<file path="config.mk">
export PLATFORM = sky130hd
export DESIGN_NAME = mem_test_top
export DESIGN_NICKNAME = d
export VERILOG_FILES = /design/src/mem_test_pkg.sv /design/src/mem_test_seq_fsm.sv /design/src/mem_test_txn_counter.sv /design/src/mem_test_write_issue.sv /design/src/mem_test_read_check.sv /design/src/mem_test_top.sv
export VERILOG_INCLUDE_DIRS = /design/src
export SDC_FILE = /design/constraint.sdc
export NUM_CORES = 1
export LEC_CHECK = 0
export ABC_AREA = 1
export ABC_CLOCK_PERIOD_IN_PS = 8400
export BUFFER_PORTS_ARGS = -buffer_cell sky130_fd_sc_hd__buf_2
export CORE_ASPECT_RATIO = 1.2
export CORE_MARGIN = 2
export CORE_UTILIZATION = 47
export DETAILED_ROUTE_END_ITERATION = 12
export PLACE_DENSITY = 0.74
export SYNTH_ARGS = -nofsm -noshare
export SYNTH_HDL_FRONTEND = slang
export SYNTH_SLANG_ARGS = --single-unit
export TNS_END_PERCENT = 50
</file>
<file path="constraint.sdc">
create_clock -name clk -period 8.4 [get_ports clk]
set_clock_uncertainty 0.05 [all_clocks]
set_input_delay 1.26 -clock clk [delete_from_list [all_inputs] [get_ports clk]]
set_output_delay 1.26 -clock clk [all_outputs]
set_load 0.005 [all_outputs]
</file>
<file path="src/mem_test_config.svh">
// bus widths and counter limits for the memory pattern test engine, pulled in with `include
`ifndef MEM_TEST_CONFIG_SVH
`define MEM_TEST_CONFIG_SVH

// ==========================================================================
// bus widths
// ==========================================================================

// byte address carried on both request channels
`define MT_ADDR_W 32

// one data word, which is also the width of a pattern
`define MT_DATA_W 32

// ==========================================================================
// counter limits
// ==========================================================================

// transaction, loop and set counts all share this width, so 255 is the most
// that any one of them can hold
`define MT_CNT_W 8

`endif

</file>
<file path="src/mem_test_pkg.sv">
// shared vector types and the sequencer state encoding, referenced by scoped name from the RTL
`include "mem_test_config.svh"

package mem_test_pkg;

  // ========================================================================
  // vector types
  // ========================================================================

  typedef logic [`MT_ADDR_W-1:0] addr_t;  // byte address on the host bus
  typedef logic [`MT_DATA_W-1:0] data_t;  // pattern word or data word
  typedef logic [`MT_CNT_W-1:0]  cnt_t;   // transaction index, loop or set count

  // ========================================================================
  // sequencer states
  // ========================================================================

  // WRITE and READ each cover one whole phase, from the start pulse to the
  // last response, and NEXT decides whether another set follows
  typedef enum logic [2:0]
  {
    IDLE  = 3'd0,  // waiting for a start pulse
    WRITE = 3'd1,  // write phase of the current set
    READ  = 3'd2,  // self-checking read phase of the current set
    NEXT  = 3'd3,  // step set and loop counts, or finish
    DONE  = 3'd4   // one cycle that carries the done pulse
  } seq_state_t;

endpackage

</file>
<file path="src/mem_test_seq_fsm.sv">
// sequencing FSM that walks loops and sets and starts each write and read phase of a run
`timescale 1ns/1ps

module mem_test_seq_fsm
(
  input  logic                       clk,
  input  logic                       i_rst_n,
  input  logic                       i_start,         // one cycle pulse, taken only in IDLE
  input  logic                       i_self_check,    // adds a read phase after every write
  input  mem_test_pkg::addr_t        i_base_addr,
  input  mem_test_pkg::addr_t        i_set_offset,
  input  mem_test_pkg::data_t        i_base_pattern,
  input  mem_test_pkg::cnt_t         i_num_sets,
  input  mem_test_pkg::cnt_t         i_num_loops,
  input  logic                       i_phase_done,    // last response of the phase has landed
  input  logic                       i_err_found,     // sticky mismatch flag from the checker
  output logic                       o_wr_phase_start,
  output logic                       o_rd_phase_start,
  output logic                       o_clear_err,
  output mem_test_pkg::addr_t        o_cur_x,         // base address X of the current set
  output mem_test_pkg::data_t        o_cur_p,         // pattern P of the current loop
  output logic                       o_busy,
  output logic                       o_done
);

  mem_test_pkg::seq_state_t state;
  mem_test_pkg::cnt_t       loop_cnt;  // loop L, which also offsets the pattern
  mem_test_pkg::cnt_t       set_cnt;   // set S within the current loop
  logic                     last_set;
  logic                     last_loop;

  assign last_set  = (set_cnt == i_num_sets - 1'b1);
  assign last_loop = (loop_cnt == i_num_loops - 1'b1);

  // busy covers every state but IDLE, so it drops on the edge that ends DONE
  // and the done pulse always sits inside the busy window
  assign o_busy = (state != mem_test_pkg::IDLE);
  assign o_done = (state == mem_test_pkg::DONE);

  // ==========================================================================
  // state and count register
  // ==========================================================================
  always_ff @(posedge clk)
  begin
    if (!i_rst_n)
    begin
      state            <= mem_test_pkg::IDLE;
      loop_cnt         <= '0;
      set_cnt          <= '0;
      o_wr_phase_start <= 1'b0;
      o_rd_phase_start <= 1'b0;
      o_clear_err      <= 1'b0;
    end
    else
    begin
      o_wr_phase_start <= 1'b0;  // the phase starts and the clear are one cycle pulses
      o_rd_phase_start <= 1'b0;
      o_clear_err      <= 1'b0;
      case (state)
        mem_test_pkg::IDLE:
        begin
          if (i_start)
          begin
            state            <= mem_test_pkg::WRITE;
            loop_cnt         <= '0;
            set_cnt          <= '0;
            o_wr_phase_start <= 1'b1;
            o_clear_err      <= 1'b1;  // the error record of the last run goes away here
          end
        end
        mem_test_pkg::WRITE:
        begin
          if (i_phase_done && i_self_check)
          begin
            state            <= mem_test_pkg::READ;
            o_rd_phase_start <= 1'b1;
          end
          else if (i_phase_done)
            state <= mem_test_pkg::NEXT;  // writes only, skip the read back
        end
        mem_test_pkg::READ:
        begin
          if (i_phase_done)
            state <= mem_test_pkg::NEXT;
        end
        mem_test_pkg::NEXT:
        begin
          // a mismatch ends the run here, at the end of the set that found it
          if (i_err_found || (last_set && last_loop))
            state <= mem_test_pkg::DONE;
          else
          begin
            state            <= mem_test_pkg::WRITE;
            o_wr_phase_start <= 1'b1;
            if (last_set)
            begin
              set_cnt  <= '0;
              loop_cnt <= loop_cnt + 1'b1;
            end
            else
              set_cnt <= set_cnt + 1'b1;
          end
        end
        mem_test_pkg::DONE: state <= mem_test_pkg::IDLE;
        default:            state <= mem_test_pkg::IDLE;
      endcase
    end
  end

  // ==========================================================================
  // set base X and pattern P
  // ==========================================================================
  // X and P follow the counts by addition so that no multiplier is needed
  always_ff @(posedge clk)
  begin
    if (state == mem_test_pkg::IDLE && i_start)
    begin
      o_cur_x <= i_base_addr;
      o_cur_p <= i_base_pattern;
    end
    else if (state == mem_test_pkg::NEXT && !last_set)
      o_cur_x <= o_cur_x + i_set_offset;  // next set in the same loop
    else if (state == mem_test_pkg::NEXT)
    begin
      o_cur_x <= i_base_addr;             // new loop starts again from the first set
      o_cur_p <= o_cur_p + 1'b1;          // and every loop bumps the pattern by one
    end
  end

endmodule

</file>
<file path="src/mem_test_txn_counter.sv">
// request and response counter shared by the write and read phases, telling them when they are done
`timescale 1ns/1ps

module mem_test_txn_counter
(
  input  logic               clk,
  input  logic               i_rst_n,
  input  logic               i_phase_start,  // clears both counts for a new phase
  input  mem_test_pkg::cnt_t i_num_txn,      // words in one set
  input  logic               i_wr_fire,      // write request transferred
  input  logic               i_rd_fire,      // read request transferred
  input  logic               i_wr_resp,      // write response strobe
  input  logic               i_rd_resp,      // read response strobe
  output mem_test_pkg::cnt_t o_issue_idx,    // index of the next request to issue
  output mem_test_pkg::cnt_t o_resp_idx,     // index of the next response expected
  output logic               o_issue_done,
  output logic               o_phase_done
);

  logic active;  // a phase is running and its done flag may rise

  // only one phase runs at a time, so one pair of counts serves both channels
  always_ff @(posedge clk)
  begin
    if (!i_rst_n)
    begin
      o_issue_idx <= '0;
      o_resp_idx  <= '0;
      active      <= 1'b0;
    end
    else if (i_phase_start)
    begin
      o_issue_idx <= '0;
      o_resp_idx  <= '0;
      active      <= 1'b1;
    end
    else
    begin
      if (i_wr_fire || i_rd_fire)
        o_issue_idx <= o_issue_idx + 1'b1;  // holds still while the channel is stalled
      if (i_wr_resp || i_rd_resp)
        o_resp_idx <= o_resp_idx + 1'b1;
      if (o_phase_done)
        active <= 1'b0;                     // done shows for one cycle only
    end
  end

  // the counts stay at the limit between phases, which keeps both issuers quiet
  assign o_issue_done = (o_issue_idx == i_num_txn);

  // rises on the cycle after the last response strobe
  assign o_phase_done = active && (o_resp_idx == i_num_txn);

endmodule

</file>
<file path="src/mem_test_write_issue.sv">
// write request issuer that walks the set addresses and drives P plus n as the data word
`timescale 1ns/1ps

module mem_test_write_issue
(
  input  logic                clk,
  input  logic                i_rst_n,
  input  logic                i_phase_start,  // write phase begins
  input  mem_test_pkg::cnt_t  i_issue_idx,    // transaction n of the pending request
  input  logic                i_issue_done,   // every write of the set has transferred
  input  mem_test_pkg::addr_t i_cur_x,
  input  mem_test_pkg::data_t i_cur_p,
  input  mem_test_pkg::addr_t i_addr_inc,
  input  logic                i_wr_ready,
  output logic                o_wr_valid,
  output mem_test_pkg::addr_t o_wr_addr,
  output mem_test_pkg::data_t o_wr_data,
  output logic                o_wr_fire       // request transfers this cycle
);

  logic                run;       // write phase owns the request channel
  mem_test_pkg::addr_t addr_acc;  // X plus n times the increment, built by addition

  always_ff @(posedge clk)
  begin
    if (!i_rst_n)
      run <= 1'b0;
    else if (i_phase_start)
      run <= 1'b1;
    else if (i_issue_done)
      run <= 1'b0;  // stale done from the last phase is masked by the start above
  end

  // address moves only on a transfer, so it holds while ready is low
  always_ff @(posedge clk)
  begin
    if (i_phase_start)
      addr_acc <= i_cur_x;
    else if (o_wr_fire)
      addr_acc <= addr_acc + i_addr_inc;
  end

  assign o_wr_valid = run && !i_issue_done;
  assign o_wr_addr  = addr_acc;
  assign o_wr_data  = i_cur_p + mem_test_pkg::data_t'(i_issue_idx);  // index only steps on fire
  assign o_wr_fire  = o_wr_valid && i_wr_ready;

endmodule

</file>
<file path="src/mem_test_read_check.sv">
// read request issuer and response checker that records the first data mismatch of a run
`timescale 1ns/1ps

module mem_test_read_check
(
  input  logic                clk,
  input  logic                i_rst_n,
  input  logic                i_phase_start,   // read phase begins
  input  logic                i_clear_err,     // new run, forget the old error
  input  mem_test_pkg::cnt_t  i_issue_idx,
  input  logic                i_issue_done,
  input  mem_test_pkg::cnt_t  i_resp_idx,      // transaction n of the arriving response
  input  mem_test_pkg::addr_t i_cur_x,
  input  mem_test_pkg::data_t i_cur_p,
  input  mem_test_pkg::addr_t i_addr_inc,
  input  logic                i_rd_ready,
  input  logic                i_rd_resp,
  input  mem_test_pkg::data_t i_rd_data,
  output logic                o_rd_valid,
  output mem_test_pkg::addr_t o_rd_addr,
  output logic                o_rd_fire,
  output logic                o_err_found,     // sticky until the next start
  output mem_test_pkg::addr_t o_err_addr,
  output mem_test_pkg::data_t o_err_expected,
  output mem_test_pkg::data_t o_err_received
);

  logic                run;       // read phase owns the request channel
  mem_test_pkg::addr_t req_addr;  // address of the pending read request
  mem_test_pkg::addr_t rsp_addr;  // address that the arriving response belongs to
  mem_test_pkg::data_t expected;
  logic                mismatch;

  // ==========================================================================
  // request side
  // ==========================================================================
  always_ff @(posedge clk)
  begin
    if (!i_rst_n)
      run <= 1'b0;
    else if (i_phase_start)
      run <= 1'b1;
    else if (i_issue_done)
      run <= 1'b0;
  end

  // responses come back in request order, so a second accumulator that steps
  // on each strobe tracks the address of every response
  always_ff @(posedge clk)
  begin
    if (i_phase_start)
    begin
      req_addr <= i_cur_x;
      rsp_addr <= i_cur_x;
    end
    else
    begin
      if (o_rd_fire)
        req_addr <= req_addr + i_addr_inc;  // stable under stall
      if (i_rd_resp)
        rsp_addr <= rsp_addr + i_addr_inc;
    end
  end

  assign o_rd_valid = run && !i_issue_done;
  assign o_rd_addr  = req_addr;
  assign o_rd_fire  = o_rd_valid && i_rd_ready;

  // ==========================================================================
  // response side
  // ==========================================================================
  assign expected = i_cur_p + mem_test_pkg::data_t'(i_resp_idx);  // P plus n
  assign mismatch = i_rd_resp && (i_rd_data != expected);

  always_ff @(posedge clk)
  begin
    if (!i_rst_n)
      o_err_found <= 1'b0;
    else if (i_clear_err)
      o_err_found <= 1'b0;
    else if (mismatch)
      o_err_found <= 1'b1;
  end

  // only the first mismatch is kept, later ones leave the record alone
  always_ff @(posedge clk)
  begin
    if (i_clear_err)
    begin
      o_err_addr     <= '0;
      o_err_expected <= '0;
      o_err_received <= '0;
    end
    else if (mismatch && !o_err_found)
    begin
      o_err_addr     <= rsp_addr;
      o_err_expected <= expected;
      o_err_received <= i_rd_data;
    end
  end

endmodule

</file>
<file path="src/mem_test_top.sv">
// top level of the memory pattern test engine that wires the sequencer, counter and both channels
`timescale 1ns/1ps

module mem_test_top
(
  input  logic                clk,
  input  logic                i_rst_n,
  // control
  input  logic                i_start,
  input  logic                i_self_check,
  output logic                o_busy,
  output logic                o_done,
  output logic                o_error_found,
  // configuration, held stable while busy
  input  mem_test_pkg::addr_t i_base_addr,
  input  mem_test_pkg::addr_t i_addr_inc,
  input  mem_test_pkg::addr_t i_set_offset,
  input  mem_test_pkg::data_t i_base_pattern,
  input  mem_test_pkg::cnt_t  i_num_txn,
  input  mem_test_pkg::cnt_t  i_num_sets,
  input  mem_test_pkg::cnt_t  i_num_loops,
  // write request channel and its response strobe
  output logic                o_wr_valid,
  output mem_test_pkg::addr_t o_wr_addr,
  output mem_test_pkg::data_t o_wr_data,
  input  logic                i_wr_ready,
  input  logic                i_wr_resp,
  // read request channel and its response strobe
  output logic                o_rd_valid,
  output mem_test_pkg::addr_t o_rd_addr,
  input  logic                i_rd_ready,
  input  logic                i_rd_resp,
  input  mem_test_pkg::data_t i_rd_data,
  // first mismatch of the run
  output mem_test_pkg::addr_t o_err_addr,
  output mem_test_pkg::data_t o_err_expected,
  output mem_test_pkg::data_t o_err_received
);

  // ==========================================================================
  // wires between the blocks
  // ==========================================================================
  logic                wr_phase_start;
  logic                rd_phase_start;
  logic                clear_err;
  mem_test_pkg::addr_t cur_x;
  mem_test_pkg::data_t cur_p;
  mem_test_pkg::cnt_t  issue_idx;
  mem_test_pkg::cnt_t  resp_idx;
  logic                issue_done;
  logic                phase_done;
  logic                wr_fire;
  logic                rd_fire;

  mem_test_seq_fsm u_seq_fsm
  (
    .clk              ( clk            ),
    .i_rst_n          ( i_rst_n        ),
    .i_start          ( i_start        ),
    .i_self_check     ( i_self_check   ),
    .i_base_addr      ( i_base_addr    ),
    .i_set_offset     ( i_set_offset   ),
    .i_base_pattern   ( i_base_pattern ),
    .i_num_sets       ( i_num_sets     ),
    .i_num_loops      ( i_num_loops    ),
    .i_phase_done     ( phase_done     ),
    .i_err_found      ( o_error_found  ),  // stops the run after the current set
    .o_wr_phase_start ( wr_phase_start ),
    .o_rd_phase_start ( rd_phase_start ),
    .o_clear_err      ( clear_err      ),
    .o_cur_x          ( cur_x          ),
    .o_cur_p          ( cur_p          ),
    .o_busy           ( o_busy         ),
    .o_done           ( o_done         )
  );

  // either phase start restarts the shared counts
  mem_test_txn_counter u_txn_counter
  (
    .clk           ( clk                             ),
    .i_rst_n       ( i_rst_n                         ),
    .i_phase_start ( wr_phase_start || rd_phase_start ),
    .i_num_txn     ( i_num_txn                       ),
    .i_wr_fire     ( wr_fire                         ),
    .i_rd_fire     ( rd_fire                         ),
    .i_wr_resp     ( i_wr_resp                       ),
    .i_rd_resp     ( i_rd_resp                       ),
    .o_issue_idx   ( issue_idx                       ),
    .o_resp_idx    ( resp_idx                        ),
    .o_issue_done  ( issue_done                      ),
    .o_phase_done  ( phase_done                      )
  );

  mem_test_write_issue u_write_issue
  (
    .clk           ( clk            ),
    .i_rst_n       ( i_rst_n        ),
    .i_phase_start ( wr_phase_start ),
    .i_issue_idx   ( issue_idx      ),
    .i_issue_done  ( issue_done     ),
    .i_cur_x       ( cur_x          ),
    .i_cur_p       ( cur_p          ),
    .i_addr_inc    ( i_addr_inc     ),
    .i_wr_ready    ( i_wr_ready     ),
    .o_wr_valid    ( o_wr_valid     ),
    .o_wr_addr     ( o_wr_addr      ),
    .o_wr_data     ( o_wr_data      ),
    .o_wr_fire     ( wr_fire        )
  );

  mem_test_read_check u_read_check
  (
    .clk            ( clk            ),
    .i_rst_n        ( i_rst_n        ),
    .i_phase_start  ( rd_phase_start ),
    .i_clear_err    ( clear_err      ),
    .i_issue_idx    ( issue_idx      ),
    .i_issue_done   ( issue_done     ),
    .i_resp_idx     ( resp_idx       ),
    .i_cur_x        ( cur_x          ),
    .i_cur_p        ( cur_p          ),
    .i_addr_inc     ( i_addr_inc     ),
    .i_rd_ready     ( i_rd_ready     ),
    .i_rd_resp      ( i_rd_resp      ),
    .i_rd_data      ( i_rd_data      ),
    .o_rd_valid     ( o_rd_valid     ),
    .o_rd_addr      ( o_rd_addr      ),
    .o_rd_fire      ( rd_fire        ),
    .o_err_found    ( o_error_found  ),
    .o_err_addr     ( o_err_addr     ),
    .o_err_expected ( o_err_expected ),
    .o_err_received ( o_err_received )
  );

endmodule

</file>
==> flow_summary.ini, run 1 <==
[outcome]
status = finished, final reports clean

[sta]
drv_slew = 0
finalHoldViolations = 0
finalSetupViolCount = 0
tightest_slew_ns = 0.9555
period_share_pct = 59.76
fmax_mhz = 199.2
tns_ns = 0
maxSlewHeadroom_pct = 35.91
fin_crit_ns = 5.020
rsz0062_at_grt = no

[pwr]
leakage_uw = 0.01299
peakVddDrop_v = 0.0001796
power.density_nw_per_um2 = 200.7

[detailed_routing]
vias_per_cell = 5.348
vias = 23342
drc = 0
dr.pass1.iters = 5
drt_wl_total_mm = 77.71
wl_per_cell_um = 17.80
drt_iter0_markers = 1839
ant_nets = 0

[global_routing]
grt_usage_pct = 30.26
grt_pass1_wl_mm = 119.1
gr-total-overflow = 0
grt_pass1_vias = 22097
grt_max_degree = 92
antenna_found_initial = 2

[floorplan]
ios = 389
die_w_um = 205.6
fp.dieArea_um2 = 50560
start_util_pct = 47.64
fp-row-count = 88
design.core.area_um2 = 48120
die_h_um = 245.9

[layout]
final_common_cell = nand2_1
final_cell_mix = nand2_1 (952), nor2_1 (401), buf_2 (388)
fillers = 4789
multiInputGateArea_um2 = 13500
drive_above_1_share_pct = 13.93
syn2layout_area_growth_pct = 15.62
regArea_um2 = 7569
finalNonFillerCells = 4365
fin_nets = 4053

[worst_setup_path]
cp_top_family = simple AND/OR/NAND/NOR gates
end_kind = primary output
worstReg2RegStart = u_seq_fsm.o_cur_p[0]$_DFFE_PP_
worst_setup_path_start_kind = flop
crit_type = flop to primary output
critical-path-max-stage-delay_ns = 0.50
path_max_fanout = 5
slowest_stage = fa_1
critPathRequiredTime_ns = 7.09
crit_arrival_ns = 3.71
reg2reg_slack_ns = 3.52
rr_endpoint = u_read_check.o_err_received[17]$_SDFFE_PP0P_
rr_worst_depth = 22
crit_chain = inv_1 -> fa_1 -> o21ai_0 -> a21oi_1 -> nor2_1 -> inv_1 -> nor2_1 -> inv_1 -> nor2_1 -> nand2_1 -> xor2_1 -> buf_2
cp_num_buf_inv = 4

[clock_network]
cts-resized-gates = 0
ctsHoldBuffers = 0
post-cts-setup-buffer-count = 0
htreeDepth = 2
clock_path_buffers = 3
insertion_delay_ns = 0.56
cts.sinks = 298
cts_buffers = 37
cts_tree = built
path_clk_slew_ns = 0.05
clock-root-buffer = clkbuf_16

[synthesis]
synth_area_um2 = 22920
ys_seq_area_share_pct = 33.01
synth-seq-cells = 298
ys_types = 51
synth_cells = 3349
avgSynthCellArea_um2 = 6.844
syn_nets = 3694
yosysWarnings = 0

[worst_hold_path]
hold_path_class = flop to flop
hold_end = u_read_check.o_err_found$_SDFFE_PP0P_
whs_path_depth = 1
hold_start = u_seq_fsm.o_clear_err$_SDFF_PN0_

[placement]
portBuffers = 388
dp_hpwl_mm = 61.81
dp.cells = 4299
gp_congestion = 1.004

[run]
cap_violations = 0
-- how the worst max path moves through the flow --
stage	start	end	slack, ns	cells past startpoint
after CTS	u_seq_fsm.o_cur_p[1]$_DFFE_PP_	o_wr_data[30]	3.37	12
after floorplan	i_num_sets[0]	u_seq_fsm.o_cur_p[0]$_DFFE_PP_	3.65	13
after detailed placement	u_seq_fsm.o_cur_p[0]$_DFFE_PP_	u_read_check.o_err_received[17]$_SDFFE_PP0P_	3.54	22
after global placement	u_seq_fsm.o_cur_p[0]$_DFFE_PP_	u_read_check.o_err_received[20]$_SDFFE_PP0P_	3.63	22
after global routing	u_seq_fsm.o_cur_p[0]$_DFFE_PP_	u_read_check.o_err_addr[22]$_SDFFE_PP0P_	2.95	22
final	u_seq_fsm.o_cur_p[1]$_DFFE_PP_	o_wr_data[30]	3.38	12
-- cells in the mapped netlist, drive strengths merged --
cell	number	share of area, %
buf	33	1.0
o21bai	23	0.75
and3	1	0.027
a21o	9	0.29
o22ai	1	0.027
a31oi	16	0.44
xnor2	44	1.7
clkbuf	47	0.78
a221oi	5	0.19
fa	6	0.52
nor3	47	1.1
nor4	16	0.44
a21boi	2	0.065
ha	147	8.0
a211oi	4	0.13
o21a	10	0.33
xnor3	2	0.20
a31o	1	0.038
o31ai	5	0.16
nor3b	4	0.17
o211a	1	0.044
o211ai	13	0.43
inv	388	6.4
nand3b	12	0.39
dfxtp	138	12
o311ai	2	0.076
a21oi	226	5.0
or2	36	0.98
nand4	43	1.2
xor2	111	4.2
nand2	958	16
o21ai	225	4.9
edfxtp	160	21
nand3	196	4.3
nor2	411	6.9
clkinv	6	0.098
-- stage by stage --
step           area [um2]  setup WS [ns]  total power, uW  hold WS (ns)  util (%)
2_1_floorplan       22920          3.653             3200        0.3588         -
3_3_place_gp        25360          3.635             3757        0.3922     52.71
3_5_place_dp        25360          3.543             3778        0.4005     52.71
4_1_cts             26490          3.374             5336        0.4094     55.06
5_1_grt             26490          2.947             5679        0.4334     55.06
6_report            26500          3.380             5320        0.4014     55.08
-- flip-flops by register name, summed over array words and instances, names as in the netlist, 32 cells and up --
register / count
u_read_check.o_err_addr: 32
u_read_check.o_err_expected: 32
u_read_check.o_err_received: 32
u_read_check.o_rd_addr: 32
u_read_check.rsp_addr: 32
u_seq_fsm.o_cur_p: 32
u_seq_fsm.o_cur_x: 32
u_write_issue.o_wr_addr: 32
-- logic make-up (layout without fill, tap and decap cells) --
kind of cell             count (synthesis)  in the layout  share of synthesized area, %
AND/OR/NAND/NOR                       1724           1724                         31.24
AO/OA/AOI/OAI                          543            543                         12.84
buffers and inverters                  474            857                         8.243
flip-flops                             298            298                         33.01
XOR/XNOR                               157            157                         6.119
adder cells (fa/ha/maj)                153            153                         8.549
other                                    0              3                             0
-- final cells by class --
class	instances	area share (%)
Clock inverter	9	0.2880
Clock buffer	54	3.971
Tap cell	630	2.975
Timing Repair Buffer	400	7.668
Inverter	394	5.585
Sequential cell	298	28.56
Multi-Input combinational cell	2577	50.93
Antenna cell	3	0.02833
-- metal layers --
metal | vias to the layer above | wire (um) | global-route usage [%]
li1 | 11712 | - | -
met1 | 10474 | 30410 | 36.16
met2 | 936 | 37020 | 52.17
met3 | 218 | 5795 | 4.704
met4 | 2 | 4476 | 15.68
met5 | - | 10 | 0
-- report_power, final --
part           leakage (uW)  switching (uW)  internal (uW)  total (uW)
sequential          0.00266             162           1820        1980
clock              0.000547             648            898        1550
combinational       0.00978            1100            685        1790
total                0.0130            1910           3410        5320
-- worst reg2reg max path, stage by stage (launching register included) --
cell and delay [ns]:
edfxtp_1 0.44, ha_1 0.32, inv_1 0.08, fa_1 0.44, inv_1 0.18, nand2_1 0.07, nand2_1 0.11, nand3_1 0.12
nand2_1 0.24, nand2_1 0.11, nand3_1 0.08, nand2_1 0.05, nor2_1 0.13, nand2_1 0.09, nor2_1 0.15, nand3_1 0.09
nor2_1 0.09, nand2_1 0.33, nand3_4 0.51, buf_4 0.79, nand2_1 0.17, nand2_1 0.10, nor2_1 0.04
Power figures use the tool's default switching activity.
==> inputs of run 2 (changes only) <==
--- a/config.mk
+++ b/config.mk
@@ -7,7 +7,7 @@
 export NUM_CORES = 1
 export LEC_CHECK = 0
 export ABC_AREA = 1
-export ABC_CLOCK_PERIOD_IN_PS = 8400
+export ABC_CLOCK_PERIOD_IN_PS = 4890
 export BUFFER_PORTS_ARGS = -buffer_cell sky130_fd_sc_hd__buf_2
 export CORE_ASPECT_RATIO = 1.2
 export CORE_MARGIN = 2
==> constraint.sdc (replaced) <==
create_clock -name clk -period 4.89 [get_ports clk]
set_clock_uncertainty 0.05 [all_clocks]
set_input_delay 0.7335 -clock clk [delete_from_list [all_inputs] [get_ports clk]]
set_output_delay 0.7335 -clock clk [all_outputs]
set_load 0.005 [all_outputs]
==> run 2 against run 1 <==
Net effect: routed wire length decreased by 0.67%; sequential cell count unchanged; die area unchanged; first-iteration DRC count decreased by 4.4%; hold slack got worse by 0.0067 ns; global-route usage decreased by 0.16 points; sequential power increased by 73%.
==> flow_summary.ini, run 2 (synthesis gave the netlist of run 1 again) <==
[outcome]
status = finished, final reports clean

[floorplan]
die_w_um = 205.6
ios = 389
die_h_um = 245.9
start_util_pct = 47.64
fp.dieArea_um2 = 50560
fp-row-count = 88
design.core.area_um2 = 48120

[worst_setup_path]
crit_top_cell = nand2_1
path_max_fanout = 5
critical-path-max-stage-delay_ns = 0.55
critPathRequiredTime_ns = 4.11
slowest_stage = nor3_1
crit_arrival_ns = 3.76
worst_setup_path_start_kind = flop
crit_chain = ha_1 -> nand2_1 -> nor2_1 -> a211oi_1 -> o21ai_0 -> a21oi_1 -> o21bai_1 -> nand2_1 -> nand2_1 -> nand2_1 -> nor3_1 -> nand2_1 -> nand2_1 -> nand2_1 -> buf_2
end_kind = primary output
crit_type = flop to primary output

[detailed_routing]
vias = 23266
met3WireLength_mm = 5.405
drt_iter0_markers = 1758
drc = 0
top_layer = met5
met2_length_mm = 36.76
drt_wl_total_mm = 77.19
ant_nets = 0
dr.pass1.iters = 6
wl_per_cell_um = 17.68
vias_per_cell = 5.328
met1_length_mm = 30.39

[pwr]
power.density_nw_per_um2 = 352.1
peakVddDrop_v = 0.0002888
leakage_uw = 0.01307
p_total_uw = 9380

[global_routing]
gr-total-overflow = 0
grt_max_degree = 76
antenna_found_initial = 2
grt_pass1_vias = 21918
grt_usage_pct = 30.09
grt_pass1_wl_mm = 118.4

[sta]
maxSlewHeadroom_pct = 34.96
tightest_slew_ns = 0.9745
finalSetupViolCount = 0
rsz0062_at_grt = no
finalHoldViolations = 0
fmax_mhz = 219.9
tns_ns = 0
fin_crit_ns = 4.547
drv_slew = 0
hold-worst-slack_ns = 0.3947
period_share_pct = 92.99

[placement]
portBuffers = 388
dp_hpwl_mm = 61.72
dp.cells = 4301
gp_congestion = 1.002

[worst_hold_path]
hold_path_class = input pin to flop

[layout]
final_common_cell = nand2_1
fin_nets = 4054
drive_above_1_share_pct = 14.19
finalNonFillerCells = 4367
syn2layout_area_growth_pct = 16.25
final_cell_mix = nand2_1 (952), nor2_1 (401), buf_2 (388)
post-route-util_pct = 55.38

[run]
cap_violations = 0

[clock_network]
cts_tree = built
post-cts-setup-buffer-count = 0
clock_path_buffers = 3
htreeDepth = 2
ctsHoldBuffers = 0
insertion_delay_ns = 0.56
clock-root-buffer = clkbuf_16
cts.sinks = 298
cts-resized-gates = 0
cts_buffers = 36
path_clk_slew_ns = 0.06
-- run 2: cell count changes in the layout (fill, tap and decap cells not counted) --
cell,previous run,this run
buf_12,0,2
bufinv_16,1,5
clkbuf_1,13,2
clkbuf_16,39,38
clkinv_1,6,10
clkinv_2,4,7
diode_2,3,2
inv_8,0,2
-- run 2: layer usage --
metal,vias to the layer above,global-route usage (%)
li1,11744,-
met1,10449,35.47
met2,855,52.15
met3,216,4.771
met4,2,16.14
met5,-,0
-- run 2: final timing paths --
check / from / to / slack (ns) / cells past startpoint
hold / removal: i_rd_data[22] / u_read_check.o_err_received[22]$_SDFFE_PP0P_ / 0.39 / 3
setup reg to reg: u_seq_fsm.o_cur_p[0]$_DFFE_PP_ / u_read_check.o_err_addr[16]$_SDFFE_PP0P_ / 0.62 / 22
setup / recovery: u_seq_fsm.o_cur_p[2]$_DFFE_PP_ / o_wr_data[19] / 0.34 / 15
hold reg to reg: u_seq_fsm.o_clear_err$_SDFF_PN0_ / u_read_check.o_err_found$_SDFFE_PP0P_ / 0.41 / 1
-- run 2: final cells by class --
class                   count  area (um2)
multi-input cells        2577       13500
diodes                      2       5.005
repair buffers            402        2072
fillers                  4765       21470
flip-flops and latches    298        7569
inverters                 394        1480
well taps                 630       788.3
clock inverters            22       249.0
clock buffers              42       985.9
-- run 2: per-stage QoR --
stage,worst slack (ns),instance area [um2]
2_1_floorplan,0.6698,22920
3_3_place_gp,0.7374,25400
3_5_place_dp,0.6745,25400
4_1_cts,0.3534,26640
5_1_grt,0.1266,26640
6_report,0.3427,26640
-- run 2: critical path: cells and delay by family (launching register included) --
family / cells / cell delay (ns)
buffers and inverters: 1 / 0.16
AO/OA/AOI/OAI: 4 / 0.81
adder cells (fa/ha/maj): 1 / 0.41
flip-flops: 1 / 0.49
AND/OR/NAND/NOR: 9 / 1.34
-- run 2: where the power goes --
group	internal (uW)	leakage [uW]	switching (uW)	total, uW
logic	1180	0.00980	1900	3080
registers	3130	0.00266	294	3420
clock network	1720	0.000608	1160	2880
